--- config.mk ---
export PLATFORM = sky130hd
export DESIGN_NAME = trim_top
export DESIGN_NICKNAME = d
export VERILOG_FILES = /design/src/logic/trim_pkg.sv /design/src/logic/trim_chop.sv /design/src/logic/trim_drain.sv /design/src/logic/trim_sequencer.sv /design/src/logic/trim_top.sv
export SDC_FILE = /design/constraint.sdc
export NUM_CORES = 1
export LEC_CHECK = 0
export BUFFER_PORTS_ARGS = -buffer_cell sky130_fd_sc_hd__buf_2
export CELL_PAD_IN_SITES_DETAIL_PLACEMENT = 1
export CELL_PAD_IN_SITES_GLOBAL_PLACEMENT = 2
export CORE_UTILIZATION = 37
export CTS_CLUSTER_DIAMETER = 200
export DETAILED_ROUTE_END_ITERATION = 7
export PLACE_DENSITY_LB_ADDON = 0.1
export RECOVER_POWER = 50
export SLEW_MARGIN = 10
export SYNTH_ARGS = -nofsm -noshare
export SYNTH_HDL_FRONTEND = slang
export SYNTH_SLANG_ARGS = --single-unit
export TNS_END_PERCENT = 10
--- constraint.sdc ---
create_clock -name clock -period 3.8 [get_ports clock]
set_input_delay 0.57 -clock clock [delete_from_list [all_inputs] [get_ports clock]]
set_output_delay 0.57 -clock clock [all_outputs]
set_load 0.1 [all_outputs]
--- src/logic/trim_pkg.sv ---
package trim_pkg;

  // width of one stream beat
  localparam int DATA_W = 8;

  // largest length limit a command may carry
  localparam int MAX_LEN = 64;

  // enough bits for 0 up to MAX_LEN
  localparam int LEN_W = $clog2(MAX_LEN + 1);

  // dropped counter is wide so that long tails still count right
  localparam int CNT_W = 16;

  // one beat of stream payload
  typedef logic [DATA_W-1:0] data_t;

  // length limit, or number of beats kept
  typedef logic [LEN_W-1:0] len_t;

  // number of beats drained and thrown away
  typedef logic [CNT_W-1:0] cnt_t;

  // per-packet controller states
  // idle waits for a command, run forwards through the chopper,
  // tail drains the rest of a chopped packet, report offers the status
  typedef enum logic [1:0] {
    IDLE,
    RUN,
    TAIL,
    REPORT
  } seq_state_t;

endpackage

--- src/logic/trim_chop.sv ---
module trim_chop (
  input  logic            clock,
  input  logic            rst_n_i,

  // window and limit from the sequencer
  input  logic            window_i,
  input  trim_pkg::len_t  len_i,

  // source side
  input  logic            src_valid_i,
  output logic            src_ready_o,
  input  logic            src_last_i,
  input  trim_pkg::data_t src_data_i,

  // sink side
  output logic            snk_valid_o,
  input  logic            snk_ready_i,
  output logic            snk_last_o,
  output trim_pkg::data_t snk_data_o,

  // per-packet results
  output logic            final_o,
  output logic            chopped_o,
  output trim_pkg::len_t  kept_o
);

  // source handshake and the beat boundary it produces
  logic src_hs;
  logic hit_len;
  logic beat_last;

  // count of accepted beats inside the window
  trim_pkg::len_t cnt_q;
  trim_pkg::len_t cnt_next;

  // registered source ready, so the sink ready never reaches the source combinationally
  logic rdy_q;
  logic rdy_d;

  // final is set once the last forwarded beat has been taken from the source
  logic final_q;
  logic final_d;
  logic chopped_q;

  // main output register and the skid behind it
  logic            main_free;
  logic            main_vld_q;
  logic            main_vld_d;
  logic            main_last_q;
  trim_pkg::data_t main_data_q;
  logic            skid_vld_q;
  logic            skid_vld_d;
  logic            skid_last_q;
  trim_pkg::data_t skid_data_q;

  assign src_hs    = src_valid_i & rdy_q;
  assign cnt_next  = cnt_q + 1'b1;
  // limit reached on this beat
  assign hit_len   = (cnt_next == len_i);
  // the length or the source itself ends the forwarded packet
  assign beat_last = hit_len | src_last_i;
  assign final_d   = final_q | (src_hs & beat_last);

  // main register can take a new beat when empty or draining this cycle
  assign main_free = ~main_vld_q | snk_ready_i;

  // occupancy of the two output entries
  always_comb begin
    main_vld_d = main_vld_q;
    skid_vld_d = skid_vld_q;
    if (main_free) begin
      if (skid_vld_q) begin
        // skid moves forward, source is stalled in this cycle
        main_vld_d = 1'b1;
        skid_vld_d = 1'b0;
      end else begin
        main_vld_d = src_hs;
      end
    end else if (src_hs) begin
      // sink stalled with a beat in flight, park it in the skid
      skid_vld_d = 1'b1;
    end
  end

  // take beats only while the window is open, the packet is not finished
  // and the skid will be free next cycle
  assign rdy_d = window_i & ~final_d & ~skid_vld_d;

  // control state, cleared by reset and by the window closing
  always_ff @(posedge clock or negedge rst_n_i) begin
    if (!rst_n_i) begin
      rdy_q      <= 1'b0;
      main_vld_q <= 1'b0;
      skid_vld_q <= 1'b0;
      final_q    <= 1'b0;
      chopped_q  <= 1'b0;
      cnt_q      <= '0;
    end else if (!window_i) begin
      rdy_q      <= 1'b0;
      main_vld_q <= 1'b0;
      skid_vld_q <= 1'b0;
      final_q    <= 1'b0;
      chopped_q  <= 1'b0;
      cnt_q      <= '0;
    end else begin
      rdy_q      <= rdy_d;
      main_vld_q <= main_vld_d;
      skid_vld_q <= skid_vld_d;
      final_q    <= final_d;
      if (src_hs) begin
        cnt_q <= cnt_next;
        // chopped only when the limit cut the packet before its own last
        if (beat_last) begin
          chopped_q <= hit_len & ~src_last_i;
        end
      end
    end
  end

  // payload of both entries
  always_ff @(posedge clock) begin
    if (main_free) begin
      if (skid_vld_q) begin
        main_data_q <= skid_data_q;
        main_last_q <= skid_last_q;
      end else if (src_hs) begin
        main_data_q <= src_data_i;
        main_last_q <= beat_last;
      end
    end
    if (!main_free && src_hs) begin
      skid_data_q <= src_data_i;
      skid_last_q <= beat_last;
    end
  end

  assign src_ready_o = rdy_q;
  assign snk_valid_o = main_vld_q;
  assign snk_last_o  = main_last_q;
  assign snk_data_o  = main_data_q;

  assign final_o   = final_q;
  assign chopped_o = chopped_q;
  // kept count is the number of beats accepted in this window
  assign kept_o    = cnt_q;

endmodule

--- src/logic/trim_drain.sv ---
module trim_drain (
  input  logic           clock,
  input  logic           rst_n_i,

  // enable from the sequencer
  input  logic           drain_en_i,

  // source side, payload is not needed here
  input  logic           src_valid_i,
  output logic           src_ready_o,
  input  logic           src_last_i,

  // results
  output logic           done_o,
  output trim_pkg::cnt_t dropped_o
);

  // enable of the previous cycle, for the rising edge
  logic en_q;
  logic en_rise;

  // set after the source last has been swallowed
  logic done_q;
  logic src_hs;

  trim_pkg::cnt_t cnt_q;

  assign en_rise = drain_en_i & ~en_q;

  // accept every beat while enabled, until the packet ends
  assign src_ready_o = drain_en_i & ~done_q;
  assign src_hs      = src_valid_i & src_ready_o;

  always_ff @(posedge clock or negedge rst_n_i) begin
    if (!rst_n_i) begin
      en_q   <= 1'b0;
      done_q <= 1'b0;
      cnt_q  <= '0;
    end else begin
      en_q <= drain_en_i;

      // done holds until the enable drops
      if (!drain_en_i) begin
        done_q <= 1'b0;
      end else if (src_hs && src_last_i) begin
        done_q <= 1'b1;
      end

      // new tail starts from zero, a beat may already arrive in that cycle
      if (en_rise) begin
        cnt_q <= src_hs ? trim_pkg::cnt_t'(1) : '0;
      end else if (src_hs) begin
        cnt_q <= cnt_q + 1'b1;
      end
    end
  end

  assign done_o    = done_q;
  assign dropped_o = cnt_q;

endmodule

--- src/logic/trim_sequencer.sv ---
module trim_sequencer (
  input  logic           clock,
  input  logic           rst_n_i,

  // command port
  input  logic           cmd_valid_i,
  output logic           cmd_ready_o,
  input  trim_pkg::len_t cmd_len_i,

  // source ready candidates and the routed result
  input  logic           chop_src_ready_i,
  input  logic           drain_src_ready_i,
  output logic           src_ready_o,

  // chopper control and results
  output logic           window_o,
  output trim_pkg::len_t len_o,
  input  logic           final_i,
  input  logic           chopped_i,
  input  trim_pkg::len_t kept_i,

  // sink handshake, watched for the end of the packet
  input  logic           snk_valid_i,
  input  logic           snk_ready_i,
  input  logic           snk_last_i,

  // drain control and results
  output logic           drain_en_o,
  input  logic           drain_done_i,
  input  trim_pkg::cnt_t dropped_i,

  // status port
  output logic           sts_valid_o,
  input  logic           sts_ready_i,
  output trim_pkg::len_t sts_kept_o,
  output trim_pkg::cnt_t sts_dropped_o,
  output logic           sts_chopped_o
);

  trim_pkg::seq_state_t state_q;
  trim_pkg::seq_state_t state_d;

  // registered so that it stays low straight out of reset
  logic cmd_ready_q;
  logic cmd_hs;

  // end of the sink packet
  logic snk_last_hs;
  logic last_seen_q;
  logic sink_done;

  // latched command length and status payload
  trim_pkg::len_t len_q;
  trim_pkg::len_t kept_q;
  trim_pkg::cnt_t dropped_q;
  logic           chopped_q;

  assign cmd_hs      = cmd_valid_i & cmd_ready_q;
  assign snk_last_hs = snk_valid_i & snk_ready_i & snk_last_i;
  // the last beat may leave in this very cycle or already earlier
  assign sink_done   = last_seen_q | snk_last_hs;

  always_comb begin
    state_d = state_q;
    case (state_q)
      trim_pkg::IDLE: begin
        if (cmd_hs) begin
          state_d = trim_pkg::RUN;
        end
      end
      trim_pkg::RUN: begin
        // only a chopped packet has a tail left on the source
        if (final_i && sink_done) begin
          state_d = chopped_i ? trim_pkg::TAIL : trim_pkg::REPORT;
        end
      end
      trim_pkg::TAIL: begin
        if (drain_done_i) begin
          state_d = trim_pkg::REPORT;
        end
      end
      trim_pkg::REPORT: begin
        if (sts_ready_i) begin
          state_d = trim_pkg::IDLE;
        end
      end
      default: begin
        state_d = trim_pkg::IDLE;
      end
    endcase
  end

  always_ff @(posedge clock or negedge rst_n_i) begin
    if (!rst_n_i) begin
      state_q     <= trim_pkg::IDLE;
      cmd_ready_q <= 1'b0;
      last_seen_q <= 1'b0;
    end else begin
      state_q     <= state_d;
      cmd_ready_q <= (state_d == trim_pkg::IDLE);
      // fresh packet, forget the previous last
      if (cmd_hs) begin
        last_seen_q <= 1'b0;
      end else if (state_q == trim_pkg::RUN && snk_last_hs) begin
        last_seen_q <= 1'b1;
      end
    end
  end

  // command length and status payload
  always_ff @(posedge clock) begin
    // zero limit behaves as a limit of one
    if (cmd_hs) begin
      len_q <= (cmd_len_i == '0) ? trim_pkg::len_t'(1) : cmd_len_i;
    end
    // chopper results are final when run ends
    if (state_q == trim_pkg::RUN && state_d != trim_pkg::RUN) begin
      kept_q    <= kept_i;
      chopped_q <= chopped_i;
      dropped_q <= '0;
    end
    if (state_q == trim_pkg::TAIL && drain_done_i) begin
      dropped_q <= dropped_i;
    end
  end

  assign cmd_ready_o = cmd_ready_q;
  assign window_o    = (state_q == trim_pkg::RUN);
  assign len_o       = len_q;
  assign drain_en_o  = (state_q == trim_pkg::TAIL);

  // source belongs to the chopper in run and to the drain in tail
  always_comb begin
    case (state_q)
      trim_pkg::RUN:  src_ready_o = chop_src_ready_i;
      trim_pkg::TAIL: src_ready_o = drain_src_ready_i;
      default:        src_ready_o = 1'b0;
    endcase
  end

  assign sts_valid_o   = (state_q == trim_pkg::REPORT);
  assign sts_kept_o    = kept_q;
  assign sts_dropped_o = dropped_q;
  assign sts_chopped_o = chopped_q;

endmodule

--- src/logic/trim_top.sv ---
module trim_top (
  input  logic            clock,
  input  logic            rst_n_i,

  // command
  input  logic            cmd_valid_i,
  output logic            cmd_ready_o,
  input  trim_pkg::len_t  cmd_len_i,

  // source stream
  input  logic            src_valid_i,
  output logic            src_ready_o,
  input  logic            src_last_i,
  input  trim_pkg::data_t src_data_i,

  // sink stream
  output logic            snk_valid_o,
  input  logic            snk_ready_i,
  output logic            snk_last_o,
  output trim_pkg::data_t snk_data_o,

  // status
  output logic            sts_valid_o,
  input  logic            sts_ready_i,
  output trim_pkg::len_t  sts_kept_o,
  output trim_pkg::cnt_t  sts_dropped_o,
  output logic            sts_chopped_o
);

  // sequencer to chopper
  logic           window;
  trim_pkg::len_t len;

  // chopper back to sequencer
  logic           chop_src_ready;
  logic           chop_final;
  logic           chop_chopped;
  trim_pkg::len_t chop_kept;

  // sequencer and drain
  logic           drain_en;
  logic           drain_src_ready;
  logic           drain_done;
  trim_pkg::cnt_t drain_dropped;

  // source payload goes to the chopper, valid and last to both
  trim_chop u_chop (
    .clock       (clock),
    .rst_n_i     (rst_n_i),
    .window_i    (window),
    .len_i       (len),
    .src_valid_i (src_valid_i),
    .src_ready_o (chop_src_ready),
    .src_last_i  (src_last_i),
    .src_data_i  (src_data_i),
    .snk_valid_o (snk_valid_o),
    .snk_ready_i (snk_ready_i),
    .snk_last_o  (snk_last_o),
    .snk_data_o  (snk_data_o),
    .final_o     (chop_final),
    .chopped_o   (chop_chopped),
    .kept_o      (chop_kept)
  );

  trim_drain u_drain (
    .clock       (clock),
    .rst_n_i     (rst_n_i),
    .drain_en_i  (drain_en),
    .src_valid_i (src_valid_i),
    .src_ready_o (drain_src_ready),
    .src_last_i  (src_last_i),
    .done_o      (drain_done),
    .dropped_o   (drain_dropped)
  );

  // the sequencer alone drives the source ready
  trim_sequencer u_seq (
    .clock             (clock),
    .rst_n_i           (rst_n_i),
    .cmd_valid_i       (cmd_valid_i),
    .cmd_ready_o       (cmd_ready_o),
    .cmd_len_i         (cmd_len_i),
    .chop_src_ready_i  (chop_src_ready),
    .drain_src_ready_i (drain_src_ready),
    .src_ready_o       (src_ready_o),
    .window_o          (window),
    .len_o             (len),
    .final_i           (chop_final),
    .chopped_i         (chop_chopped),
    .kept_i            (chop_kept),
    .snk_valid_i       (snk_valid_o),
    .snk_ready_i       (snk_ready_i),
    .snk_last_i        (snk_last_o),
    .drain_en_o        (drain_en),
    .drain_done_i      (drain_done),
    .dropped_i         (drain_dropped),
    .sts_valid_o       (sts_valid_o),
    .sts_ready_i       (sts_ready_i),
    .sts_kept_o        (sts_kept_o),
    .sts_dropped_o     (sts_dropped_o),
    .sts_chopped_o     (sts_chopped_o)
  );

endmodule

# After elaboration in Yosys (flattened, before gate mapping)
# Cells that the tools add are included.
[op_classes]
order_cmp = 0
n_bitwise = 21
n_mul = 0
n_reduce_logical = 16
shift = 0
div_mod_pow = 0
n_addsub = 2
eq_ne = 9
mux = 33
[ops]
columns = ["cell", "count"]
rows = [
  ["two-way mux 16 bit", 4],
  ["two-way mux 1 bit", 19],
  ["adder 16 x 1 -> 16 bit, second input constant", 1],
  ["two-way mux 8 bit", 2],
  ["two-way mux 7 bit", 2],
  ["bitwise AND 1 bit", 11],
  ["two-way mux 2 bit", 4],
  ["!= test 2 bit, second input constant", 4],
  ["case mux 2 bit (4 select lines)", 1],
  ["nonzero test 2 bit", 4],
  ["adder 7 x 1 -> 7 bit, second input constant", 1],
  ["== test 7 bit", 1],
  ["logical NOT 7 bit", 1],
  ["logical AND 1 bit", 6],
  ["inverter 1 bit", 6],
  ["== test 2 bit, second input constant", 2],
  ["logical NOT 2 bit", 2],
  ["OR 1 bit", 4],
  ["AND reduction 2 bit", 2],
  ["== test 2 x 1 -> 1 bit, second input constant", 1],
  ["!= test 2 x 1 -> 1 bit, second input constant", 1],
  ["case mux 1 bit (2 select lines)", 1],
  ["logical NOT 1 bit", 1],
]
[word_totals]
romBits = 0
inputBits = 22
output_inout_bits = 37
latch_bits = 0
ff_bits = 83
mem_bits_rw = 0
elab_cells = 101
memories = 0

# Logic depth before layout (Yosys ltp)
# Gate-level depths: netlist (run 1).
[depth]
ltp_word = 10
ltp_mapped = 7
ltp_nobuf = 7

# Hierarchy
# Synthesis (run 1) repeated with hierarchy kept, for this count alone.
[hier_totals]
hier_cells = 301
area_unflattened_um2 = 3721.1
[by_module_without_submodules]
columns = ["module", "instances", "cells_each", "seq_area_each_um2", "area_each_um2"]
rows = [
  ["trim_chop", 1, 114, 840.8, 1418.9],
  ["trim_sequencer", 1, 95, 1031.0, 1416.4],
  ["trim_drain", 1, 92, 450.4, 885.8],
]

# Least setup slack after synthesis (run 1)
# Ideal clock, no wire load.
[synth_path]
path_type = "register -> register"
start = "register u_seq.state_q[1]"
end = "register u_seq.dropped_q[0], in the netlist u_seq.sts_dropped_o[0], enable pin"
arrival_ns = 2.845
synth_period_minus_slack_ns = 3.244
path_stages_with_launch = 7
path_slack_ns = 0.556
setup_ns = 0.399
t_required_ns = 3.401
path_buffers = 0
cell_sequence = "dfrtp_1 -> ha_1 -> nor2b_1 -> o2bb2a_1 -> o31ai_1 -> a21oi_1 -> a31oi_1"
[synth_via]
elab_chain_cells = 5
elab_cells_between_ends = 13
classes_between = "4 x eq/ne; 5 x mux; 4 x reduce/logical"
[synth_rtl]
columns = ["item", "line", "text"]
rows = [
  ["from (decl)", "trim_sequencer.sv:40", "trim_pkg::seq_state_t state_q;"],
  ["from (signal assigned)", "trim_sequencer.sv:95", "state_q <= trim_pkg::IDLE;"],
  ["from (signal assigned)", "trim_sequencer.sv:99", "state_q <= state_d;"],
  ["== test 2 bit", "-", ""],
  ["named net sts_valid_o", "trim_top.sv:23", "output logic sts_valid_o,"],
  ["case mux 2 bit (4 select lines)", "trim_sequencer.sv:65", "case (state_q)"],
  ["named net u_seq.state_d[0]", "trim_sequencer.sv:41", "trim_pkg::seq_state_t state_d;"],
  ["!= test 2 x 1 -> 1 bit", "trim_sequencer.sv:117", "if (state_q == trim_pkg::RUN && state_d != trim_pkg::RUN) begin"],
  ["logical AND 1 bit", "trim_sequencer.sv:117", ""],
  ["nonzero test 2 bit (no source line)", "-", ""],
  ["to (signal assigned)", "trim_sequencer.sv:123", "dropped_q <= dropped_i;"],
  ["to (decl)", "trim_sequencer.sv:55", "trim_pkg::cnt_t dropped_q;"],
]
# The timed path passes the listed nets, and every way through them passes these cells.
# A chain may end at the register's enable or synchronous reset.

# Worst setup path after layout (run 1)
[layout_path]
start = "register u_seq.state_q[0]"
end = "register u_seq.kept_q[6], in the netlist u_seq.sts_kept_o[6], enable pin"
[layout_via]
elab_chain_cells = 4
elab_cells_between_ends = 11
classes_between = "4 x eq/ne; 5 x mux; 2 x reduce/logical"
[layout_rtl]
columns = ["item", "line", "text"]
rows = [
  ["== test 2 bit", "-", ""],
  ["named net drain_en", "trim_top.sv:41", "logic drain_en;"],
  ["case mux 2 bit (4 select lines)", "trim_sequencer.sv:65", ""],
  ["named net u_seq.state_d[0]", "trim_sequencer.sv:41", ""],
  ["!= test 2 x 1 -> 1 bit", "trim_sequencer.sv:117", ""],
  ["logical AND 1 bit", "trim_sequencer.sv:117", ""],
  ["to (signal assigned)", "trim_sequencer.sv:118", "kept_q <= kept_i;"],
  ["to (decl)", "trim_sequencer.sv:54", "trim_pkg::len_t kept_q;"],
]
# The timed path passes the listed nets, and every way through them passes these cells.

==> results of run 1 <==
## state kept, by name (all words and copies together) (netlist names), 2 cells and up
name	count
u_chop.snk_data_o	8
u_chop.skid_data_q	8
u_seq.state_q	2
u_chop.kept_o	7
u_seq.sts_kept_o	7
u_seq.sts_dropped_o	16
u_drain.dropped_o	16
u_seq.len_o	7
## report_power, final
| part | internal, mW | switching [mW] |
|---|---|---|
| clock | 0.234 | 0.319 |
| combinational | 0.181 | 1.04 |
| sequential | 1.12 | 0.0726 |
## final timing paths
path / slack, ns / cells after the start / end
worst max-delay path: 0.66 / 7 / u_seq.sts_kept_o[6]$_DFFE_PP_
worst min-delay path: 0.39 / 1 / u_chop.skid_data_q[4]$_DFFE_PP_
worst max register to register: 0.66 / 7 / u_seq.sts_kept_o[6]$_DFFE_PP_
worst min register to register: 0.49 / 0 / u_seq.sts_kept_o[5]$_DFFE_PP_
max in group asynchronous: 1.85 / 1 / u_drain.dropped_o[8]$_DFFE_PN0P_
min in group asynchronous: 0.78 / 1 / u_chop.chopped_o$_DFFE_PN0P_
## cell type report
type	count	area, sq um	share of cell area
timing repair buffer	60	287.8	0.06789
multi-input combinational	191	1264	0.2981
inverter	10	37.54	0.008855
clock buffer	11	131.4	0.03099
sequential	83	2322	0.5478
clock inverter	5	30.03	0.007084
tap	133	166.4	0.03926
## routing by layer
metal / global-route usage / vias up
met5: 0 / -
met4: 0.07358 / 0
met3: 0.04141 / 10
met2: 0.2895 / 43
met1: 0.1999 / 1206
li1: - / 1184
## cell usage after synthesis (all sizes together) (2+ instances only)
| master | number | area (sq um) |
|---|---|---|
| a211oi | 2 | 20.02 |
| a21boi | 5 | 37.54 |
| a21oi | 13 | 65.06 |
| and2 | 8 | 50.05 |
| and3 | 15 | 93.84 |
| clkbuf | 15 | 56.30 |
| dfrtp | 34 | 850.8 |
| edfxtp | 49 | 1471 |
| ha | 6 | 75.07 |
| inv | 10 | 37.54 |
| mux2 | 8 | 90.09 |
| nand2 | 17 | 66.32 |
| nand2b | 2 | 12.51 |
| nand3 | 9 | 50.05 |
| nand4 | 7 | 50.05 |
| nor2 | 24 | 90.09 |
| nor2b | 4 | 25.02 |
| nor3 | 7 | 35.03 |
| nor3b | 2 | 15.01 |
| nor4 | 2 | 12.51 |
| o211ai | 3 | 22.52 |
| o21a | 3 | 22.52 |
| o21ai | 12 | 60.05 |
| or3 | 5 | 31.28 |
| xnor2 | 13 | 113.9 |
| xor2 | 11 | 96.34 |
## cells by family (layout without fill, tap and decap cells)
group                      Yosys count  in the layout  synth area share
and+or+nand+nor                    106            106            0.1553
AOI/OAI and AO/OA                   46             46           0.08158
DFF                                 83             83            0.6309
buffers and inverters               26             86           0.02753
adders and majority gates            6              6           0.02039
muxes                                9              9           0.02719
xor gates and xnor gates            24             24           0.05710
## cell usage in the layout (no fill, tap or decap), types with 3 or more instances in the layout
master / count
and2_1: 5
nand3_1: 8
clkbuf_1: 16
o21ai_0: 11
nor2b_1: 4
o211ai_1: 3
nor2_1: 24
nand2_1: 16
nor3_1: 7
dfrtp_1: 34
xnor2_1: 13
xor2_1: 11
inv_1: 10
a21oi_1: 13
o21a_1: 3
or3_1: 5
and2_0: 3
ha_1: 6
clkbuf_8: 9
clkinv_2: 3
mux2_2: 8
edfxtp_1: 49
buf_2: 44
nand4_1: 6
and3_1: 15
a21boi_0: 5
==> impl_metrics.py, run 1 <==
metrics = {
    "run_status": {
        "status": "finished with violations",
        "violations": "capacitance limit, slew limit",
    },
    "routing": {
        "maxUsedRoutingLayer": "met4",
        "wl_met3_um": 290,
        "wl_um": 7884,
        "ant_nets": 0,
        "drtIter0Drc": 45,
        "wl_met2_um": 4041,
        "wl_per_cell_um": 15.99,
        "vias": 2443,
        "vias_per_cell": 4.955,
        "drcViolationCount": 0,
        "first_pass_iters": 4,
        "wl_met1_um": 3412,
    },
    "cells_and_area": {
        "finish.utilization": 0.4357,
        "fin_area_sq_um": 4239,
        "nFillCells": 1103,
        "final_cells": 493,
        "layout-drive-gt1-share": 0.2111,
        "num-nets-final": 383,
        "antenna_cells": 0,
        "syn_to_final_growth_pct": 15.16,
    },
    "logic_synthesis": {
        "ys_async_sr_fraction": 0.4096,
        "syn_nets": 328,
        "ys.flop_type": "edfxtp_1",
        "ys_ff_latch": 83,
        "synth_cell_type_count": 45,
        "synthCells": 300,
        "synth-seq-area-share": 0.6309,
        "yosysWarnings": 0,
        "avgSynthCellArea_sq_um": 12.27,
        "synth_area_sq_um": 3681,
        "synth_edf_count": 49,
    },
    "clocking": {
        "clk_latency_ns": 0.37,
        "cts_sinks": 83,
        "postCtsHoldBufs": 0,
        "post_cts_resized": 0,
        "clk_pin_slew_ns": 0.09,
        "h-tree-depth": 3,
        "post_cts_buffers": 0,
        "tritoncts": "built",
        "cts_made_buffers": 9,
        "root_buffer": "clkbuf_8",
        "cts_max_path_buffers": 2,
    },
    "worst_setup_path": {
        "crit_fanout": 25,
        "worstPathCellList": "inv_1, ha_1, nand2_1, o2bb2a_1, o31ai_1, a21oi_1, a21boi_0",
        "cp_top_family": "compound AO/OA/AOI/OAI gates",
        "critPathBufInv": 1,
        "cp_data_required_time_ns": 3.78,
        "critPathLaunchType": "flop",
        "path_class": "reg2reg",
        "startpoint": "u_seq.state_q[0]$_DFF_PN0_",
        "slowest_delay_ns": 0.88,
        "endpoint_kind": "flop",
        "critPathArrivalTime_ns": 3.12,
        "reg2reg_from": "u_seq.state_q[0]$_DFF_PN0_",
        "crit_slowest_cell": "a21boi_0",
    },
    "die": {
        "die_h_um": 101.7,
        "die_area_sq_um": 10350,
        "rows": 36,
        "core_sq_um": 9729,
        "io_pins": 59,
        "start_util": 0.3783,
        "dieWidth_um": 101.7,
    },
    "placement": {
        "dpl-instance-area_sq_um": 4095,
        "gp_congestion": 0.7687,
        "port_buffers": 58,
        "dp.cells": 477,
        "dp_hpwl_um": 5555,
        "place_ws_ns": 0.5931,
    },
    "timing": {
        "finalCritPeriodShare": 0.8265,
        "final-hold-violation-count": 0,
        "slew_headroom": -0.3585,
        "setup_tns_ns": 0,
        "clock_skew_ns": 0.01343,
        "layout_setup_ws_ns": 0.6591,
        "fin_crit_ns": 3.141,
        "drv_slew": 35,
        "hold_slack_ns": 0.3888,
        "grt_setup_unrepaired": "false",
        "max_freq_ghz": 0.3184,
        "setup_violations": 0,
        "worstMarginPinSlew_ns": 2.038,
    },
    "grt": {
        "grt_remaining_overflow": 0,
        "grt_max_degree": 35,
        "grt.total_usage": 0.1684,
        "grt_pass1_wl_um": 12670,
        "grt_pass1_vias": 2493,
        "antenna_found_initial": 0,
    },
    "job": {
        "drv_cap": 1,
    },
    "min_path": {
        "hold_class": "in2reg",
        "hp-start": "src_data_i[4]",
    },
    "power": {
        "p_leak_nw": 1.678,
        "finalPower_mw": 2.968,
        "power_density_nw_per_um2": 700.1,
        "ir_worst_vdd_v": 0.0002400,
    },
}
No activity file was read; power rests on OpenSTA's default activity.
==> run 2: changes to the inputs <==
- ABC_AREA: default -> 1
- CORE_UTILIZATION: 37 -> 32
- clock period: 3.8 -> 2.76 ns (I/O delays scaled with it)
==> impl_metrics.py, run 2 <==
metrics = {
    "run_status": {
        "status": "finished with violations",
        "violations": "capacitance limit, slew limit",
    },
    "grt": {
        "antenna_found_initial": 0,
        "grt_pass1_vias": 2947,
        "globalRouteMet3Util": 0.04391,
        "grtUsageMet1": 0.1918,
        "grt_remaining_overflow": 0,
        "grt_max_degree": 35,
        "busiest_layer": "met2",
        "grt_pass1_wl_um": 14590,
        "grt.total_usage": 0.1547,
        "met2_usage": 0.2501,
    },
    "logic_synthesis": {
        "netlist_top_cells_count": "nand2_1, inv_1, edfxtp_1",
        "synthTopCellsByArea": "edfxtp_1, dfrtp_1, nand2_1, inv_1, nand3_1",
        "ys_ff_latch": 83,
        "synth_cell_type_count": 36,
        "yosysTopAreaCellShare": 0.3900,
        "yosysWarnings": 0,
        "syn_nets": 413,
        "avgSynthCellArea_sq_um": 9.798,
        "synth.most_common_cell": "nand2_1",
        "synth-seq-area-share": 0.6156,
        "synth_area_sq_um": 3772,
        "synthCells": 385,
        "ys_async_sr_fraction": 0.4096,
        "yosys.area.top_type": "edfxtp_1",
        "synth_edf_count": 49,
        "ys.flop_type": "edfxtp_1",
    },
    "routing": {
        "ant_nets": 0,
        "wl_per_cell_um": 14.53,
        "wl_um": 8645,
        "drcViolationCount": 0,
        "drtIter0Drc": 88,
        "first_pass_iters": 4,
        "vias_per_cell": 4.615,
        "vias": 2746,
    },
    "timing": {
        "setup_tns_ns": 0,
        "grt_setup_unrepaired": "false",
        "layout_setup_ws_ns": 0.3227,
        "fin_crit_ns": 2.437,
        "clock_skew_ns": 0.005103,
        "final-hold-violation-count": 0,
        "slew_headroom": -0.3124,
        "max_freq_ghz": 0.4103,
        "worstMarginPinSlew_ns": 1.969,
        "hold_slack_ns": 0.2583,
        "drv_slew": 35,
        "setup_violations": 0,
        "finalCritPeriodShare": 0.8831,
    },
    "cells_and_area": {
        "layout_commonest_cell": "nand2_1",
        "layout_common_cells": "nand2_1, inv_1, edfxtp_1",
        "layout-drive-gt1-share": 0.1350,
        "num-nets-final": 475,
        "finish.utilization": 0.3933,
        "antenna_cells": 0,
        "syn_to_final_growth_pct": 19.57,
    },
    "clocking": {
        "cts_max_path_buffers": 2,
        "h-tree-depth": 3,
        "clk_pin_slew_ns": 0.06,
        "tritoncts": "built",
        "clk_latency_ns": 0.34,
        "postCtsHoldBufs": 0,
        "cts_made_buffers": 9,
        "cts_sinks": 83,
        "root_buffer": "clkbuf_16",
        "post_cts_resized": 0,
        "post_cts_buffers": 0,
    },
    "worst_setup_path": {
        "reg2reg_from": "u_seq.state_q[1]$_DFF_PN0_",
        "critPathLaunchType": "flop",
        "r2r_setup_slack_ns": 0.45,
        "cp_data_required_time_ns": 2.35,
        "r2r_end": "u_seq.sts_dropped_o[8]$_SDFFCE_PN0P_",
        "crit_end": "src_ready_o",
        "path_class": "reg2out",
        "crit_fanout": 9,
        "endpoint_kind": "output pin",
        "startpoint": "u_seq.state_q[1]$_DFF_PN0_",
        "critPathArrivalTime_ns": 2.02,
        "reg2reg_depth": 10,
    },
    "die": {
        "core_sq_um": 11470,
        "rows": 39,
        "die_h_um": 110.6,
        "io_pins": 59,
        "dieWidth_um": 110.6,
        "die_area_sq_um": 12230,
        "start_util": 0.3290,
    },
    "power": {
        "ir_worst_vdd_v": 0.0009649,
        "power_density_nw_per_um2": 1159,
        "p_leak_nw": 1.966,
    },
    "min_path": {
        "hold_class": "in2reg",
    },
    "placement": {
        "dp_hpwl_um": 6350,
        "gp_congestion": 0.7538,
        "place_ws_ns": 0.4573,
        "port_buffers": 58,
    },
    "job": {
        "drv_cap": 1,
    },
}
run 2: area by class of cell:
| cell class | instances | area [sq um] |
|---|---|---|
| Timing Repair Buffer | 61 | 270.3 |
| Clock inverter | 6 | 88.84 |
| Clock buffer | 10 | 239.0 |
| Tap cell | 143 | 178.9 |
| Multi-Input combinational cell | 232 | 1186 |
| Inverter | 60 | 225.2 |
| Sequential cell | 83 | 2322 |
| Fill cell | 1322 | 6957 |
run 2: power by group:
group / switching, mW / total [mW] / leakage [nW] / internal (mW)
combinational: 1.89 / 2.14 / 0.885 / 0.253
clock: 0.500 / 1.32 / 0.155 / 0.817
sequential: 0.118 / 1.77 / 0.927 / 1.65
run 2: worst min-delay path by stage:
stage | startpoint | end | slack (ns) | cells past startpoint
after global placement | u_chop.chopped_o$_DFFE_PN0P_ | u_seq.sts_chopped_o$_DFFE_PP_ | 0.44 | 0
after floorplan | rst_n_i | u_chop.chopped_o$_DFFE_PN0P_ | 0.12 | 0
final | src_data_i[7] | u_chop.skid_data_q[7]$_DFFE_PP_ | 0.26 | 1
after CTS | rst_n_i | u_drain.dropped_o[6]$_DFFE_PN0P_ | 0.20 | 1
after global routing | src_data_i[7] | u_chop.skid_data_q[7]$_DFFE_PP_ | 0.24 | 1
after detailed placement | u_chop.chopped_o$_DFFE_PN0P_ | u_seq.sts_chopped_o$_DFFE_PP_ | 0.45 | 0
run 2: metrics by stage:
stage	power (mW)	cell area [sq um]	cells
after detailed placement	3.989	4225	579
final	5.228	4511	595
after floorplan	3.592	3772	385
after global routing	5.445	4511	595
after global placement	3.978	4225	579
after CTS	5.329	4553	595
run 2: cells by family after synthesis:
logic type	count (synthesis)	share of synthesized area
compound gates	46	0.06799
buf+inv	70	0.06998
xor+xnor	2	0.004644
flops	83	0.6156
simple gates	178	0.2219
fa+ha+maj	6	0.01990
run 2: routing by layer:
layer / vias up / share of wire
met5: - / 0
met4: 0 / 0.020
met3: 17 / 0.030
met2: 37 / 0.49
met1: 1307 / 0.46
li1: 1385 / -
run 2: critical path: stages, from the launching register on:
cell and delay (ns):
dfrtp_1 0.42, inv_1 0.10, ha_1 0.34, nand2_1 0.13, a21boi_1 0.22, buf_2 0.46
==> run 3: changes to the inputs <==
- ABC_AREA: 1 -> default
- CORE_UTILIZATION: 32 -> 34
==> impl_metrics.py, run 3 (synthesis gave the netlist of run 1 again) <==
metrics = {
    "placement": {
        "dp_hpwl_um": 5455,
        "gp_congestion": 0.7459,
        "dp.cells": 485,
        "port_buffers": 58,
    },
    "clocking": {
        "h-tree-depth": 3,
        "cts_made_buffers": 9,
        "cts_max_path_buffers": 2,
        "clk_latency_ns": 0.36,
        "root_buffer": "clkbuf_8",
        "clk_pin_slew_ns": 0.09,
        "cts_sinks": 83,
        "post_cts_resized": 0,
        "tritoncts": "built",
        "postCtsHoldBufs": 0,
        "post_cts_buffers": 0,
    },
    "timing": {
        "grt_setup_unrepaired": "false",
        "setup_tns_ns": 0,
        "fin_crit_ns": 2.505,
        "setup_violations": 0,
        "hold_slack_ns": 0.2386,
        "clock_skew_ns": 0.006876,
        "slew_headroom": -0.3535,
        "worstMarginPinSlew_ns": 2.030,
        "max_freq_ghz": 0.3992,
        "drv_slew": 35,
        "finalCritPeriodShare": 0.9077,
        "final-hold-violation-count": 0,
    },
    "grt": {
        "grt_remaining_overflow": 0,
        "grt_pass1_vias": 2461,
        "grt_pass1_wl_um": 12450,
        "grt.total_usage": 0.1477,
        "antenna_found_initial": 0,
        "grt_max_degree": 35,
    },
    "die": {
        "core_sq_um": 10420,
        "io_pins": 59,
        "die_h_um": 106.1,
        "rows": 37,
        "die_area_sq_um": 11250,
        "start_util": 0.3534,
        "dieWidth_um": 106.1,
    },
    "routing": {
        "vias_per_cell": 4.832,
        "first_pass_iters": 4,
        "drtIter0Drc": 68,
        "wl_um": 7606,
        "vias": 2421,
        "wl_per_cell_um": 15.18,
        "drcViolationCount": 0,
        "ant_nets": 0,
    },
    "power": {
        "power_density_nw_per_um2": 984.3,
        "ir_worst_vdd_v": 0.0004438,
        "finalPower_mw": 4.260,
        "p_leak_nw": 1.748,
    },
    "cells_and_area": {
        "layout_commonest_cell": "buf_2",
        "layout-drive-gt1-share": 0.2466,
        "syn_to_final_growth_pct": 17.57,
        "num-nets-final": 388,
        "final_cells": 501,
        "finish.utilization": 0.4155,
        "layout_common_cells": "buf_2, edfxtp_1, dfrtp_1",
        "nFillCells": 1145,
        "antenna_cells": 0,
    },
    "worst_setup_path": {
        "critPathLaunchType": "flop",
        "crit_fanout": 8,
        "cp_data_required_time_ns": 2.75,
        "critPathArrivalTime_ns": 2.50,
        "r2r_setup_slack_ns": 0.25,
        "endpoint_kind": "flop",
        "path_class": "reg2reg",
    },
    "min_path": {
        "hold_class": "in2reg",
    },
    "run_status": {
        "status": "finished with violations",
        "violations": "capacitance limit, slew limit",
    },
    "job": {
        "drv_cap": 1,
    },
}
run 3: changes by cell type in the layout (fill, tap and decap cells not counted), sizes merged, moves of 10 or more:
cell	delta
nor2	-15
nand3	-20
buf	+30
inv	-46
xor2	+10
nand2	-77
clkbuf	-27
xnor2	+12
and3	+15
run 3: cell type report:
| cell class | count | area, sq um | share of cell area |
|---|---|---|---|
| inverters | 10 | 37.54 | 0.008673 |
| multi-input cells | 191 | 1270 | 0.2934 |
| clock buffers | 9 | 123.9 | 0.02862 |
| repair buffers | 65 | 330.3 | 0.07632 |
| clock inverters | 7 | 73.82 | 0.01706 |
| flip-flops and latches | 83 | 2322 | 0.5366 |
| well taps | 136 | 170.2 | 0.03932 |
run 3: path summary, 6_finish.rpt:
path / start / end / cells after the start
min in group asynchronous: rst_n_i / u_drain.dropped_o[15]$_DFFE_PN0P_ / 1
max in group asynchronous: rst_n_i / u_drain.dropped_o[4]$_DFFE_PN0P_ / 1
hold / removal: src_data_i[2] / u_chop.skid_data_q[2]$_DFFE_PP_ / 1
setup / recovery: u_seq.state_q[1]$_DFF_PN0_ / u_seq.sts_kept_o[3]$_DFFE_PP_ / 6
hold reg to reg: u_chop.chopped_o$_DFFE_PN0P_ / u_seq.sts_chopped_o$_DFFE_PP_ / 0
setup reg to reg: u_seq.state_q[1]$_DFF_PN0_ / u_seq.sts_kept_o[3]$_DFFE_PP_ / 6
run 3: metal layers:
metal  global-route usage  share of wire  up-vias
li1                     -              -     1193
met4              0.06548          0.016        0
met3              0.03985          0.039        9
met5                    0              0        -
met2               0.2512           0.49       49
met1               0.1749           0.46     1170
run 3: through the flow:
stage | cell area, sq um | setup slack [ns]
finish | 4328 | 0.2548
global route | 4328 | 0.005609
floorplan | 3696 | 0.01291
detailed placement | 4145 | 0.2122
CTS | 4343 | 0.2123
global placement | 4145 | 0.2672
run 3: power by group:
group          internal [mW]  leakage (nW)  switching (mW)
logic                  0.280         0.733            1.44
registers               1.54         0.915          0.0933
clock network          0.425         0.100           0.474
total                   2.25          1.75            2.01
run 3: worst max-delay path, stage by stage, from the launching register on:
cell      delay [ns]
dfrtp_1         0.44
ha_1            0.20
nor2b_1         0.14
o2bb2a_1        0.32
o31ai_1         0.24
a21oi_1         0.19
a21boi_1        0.61
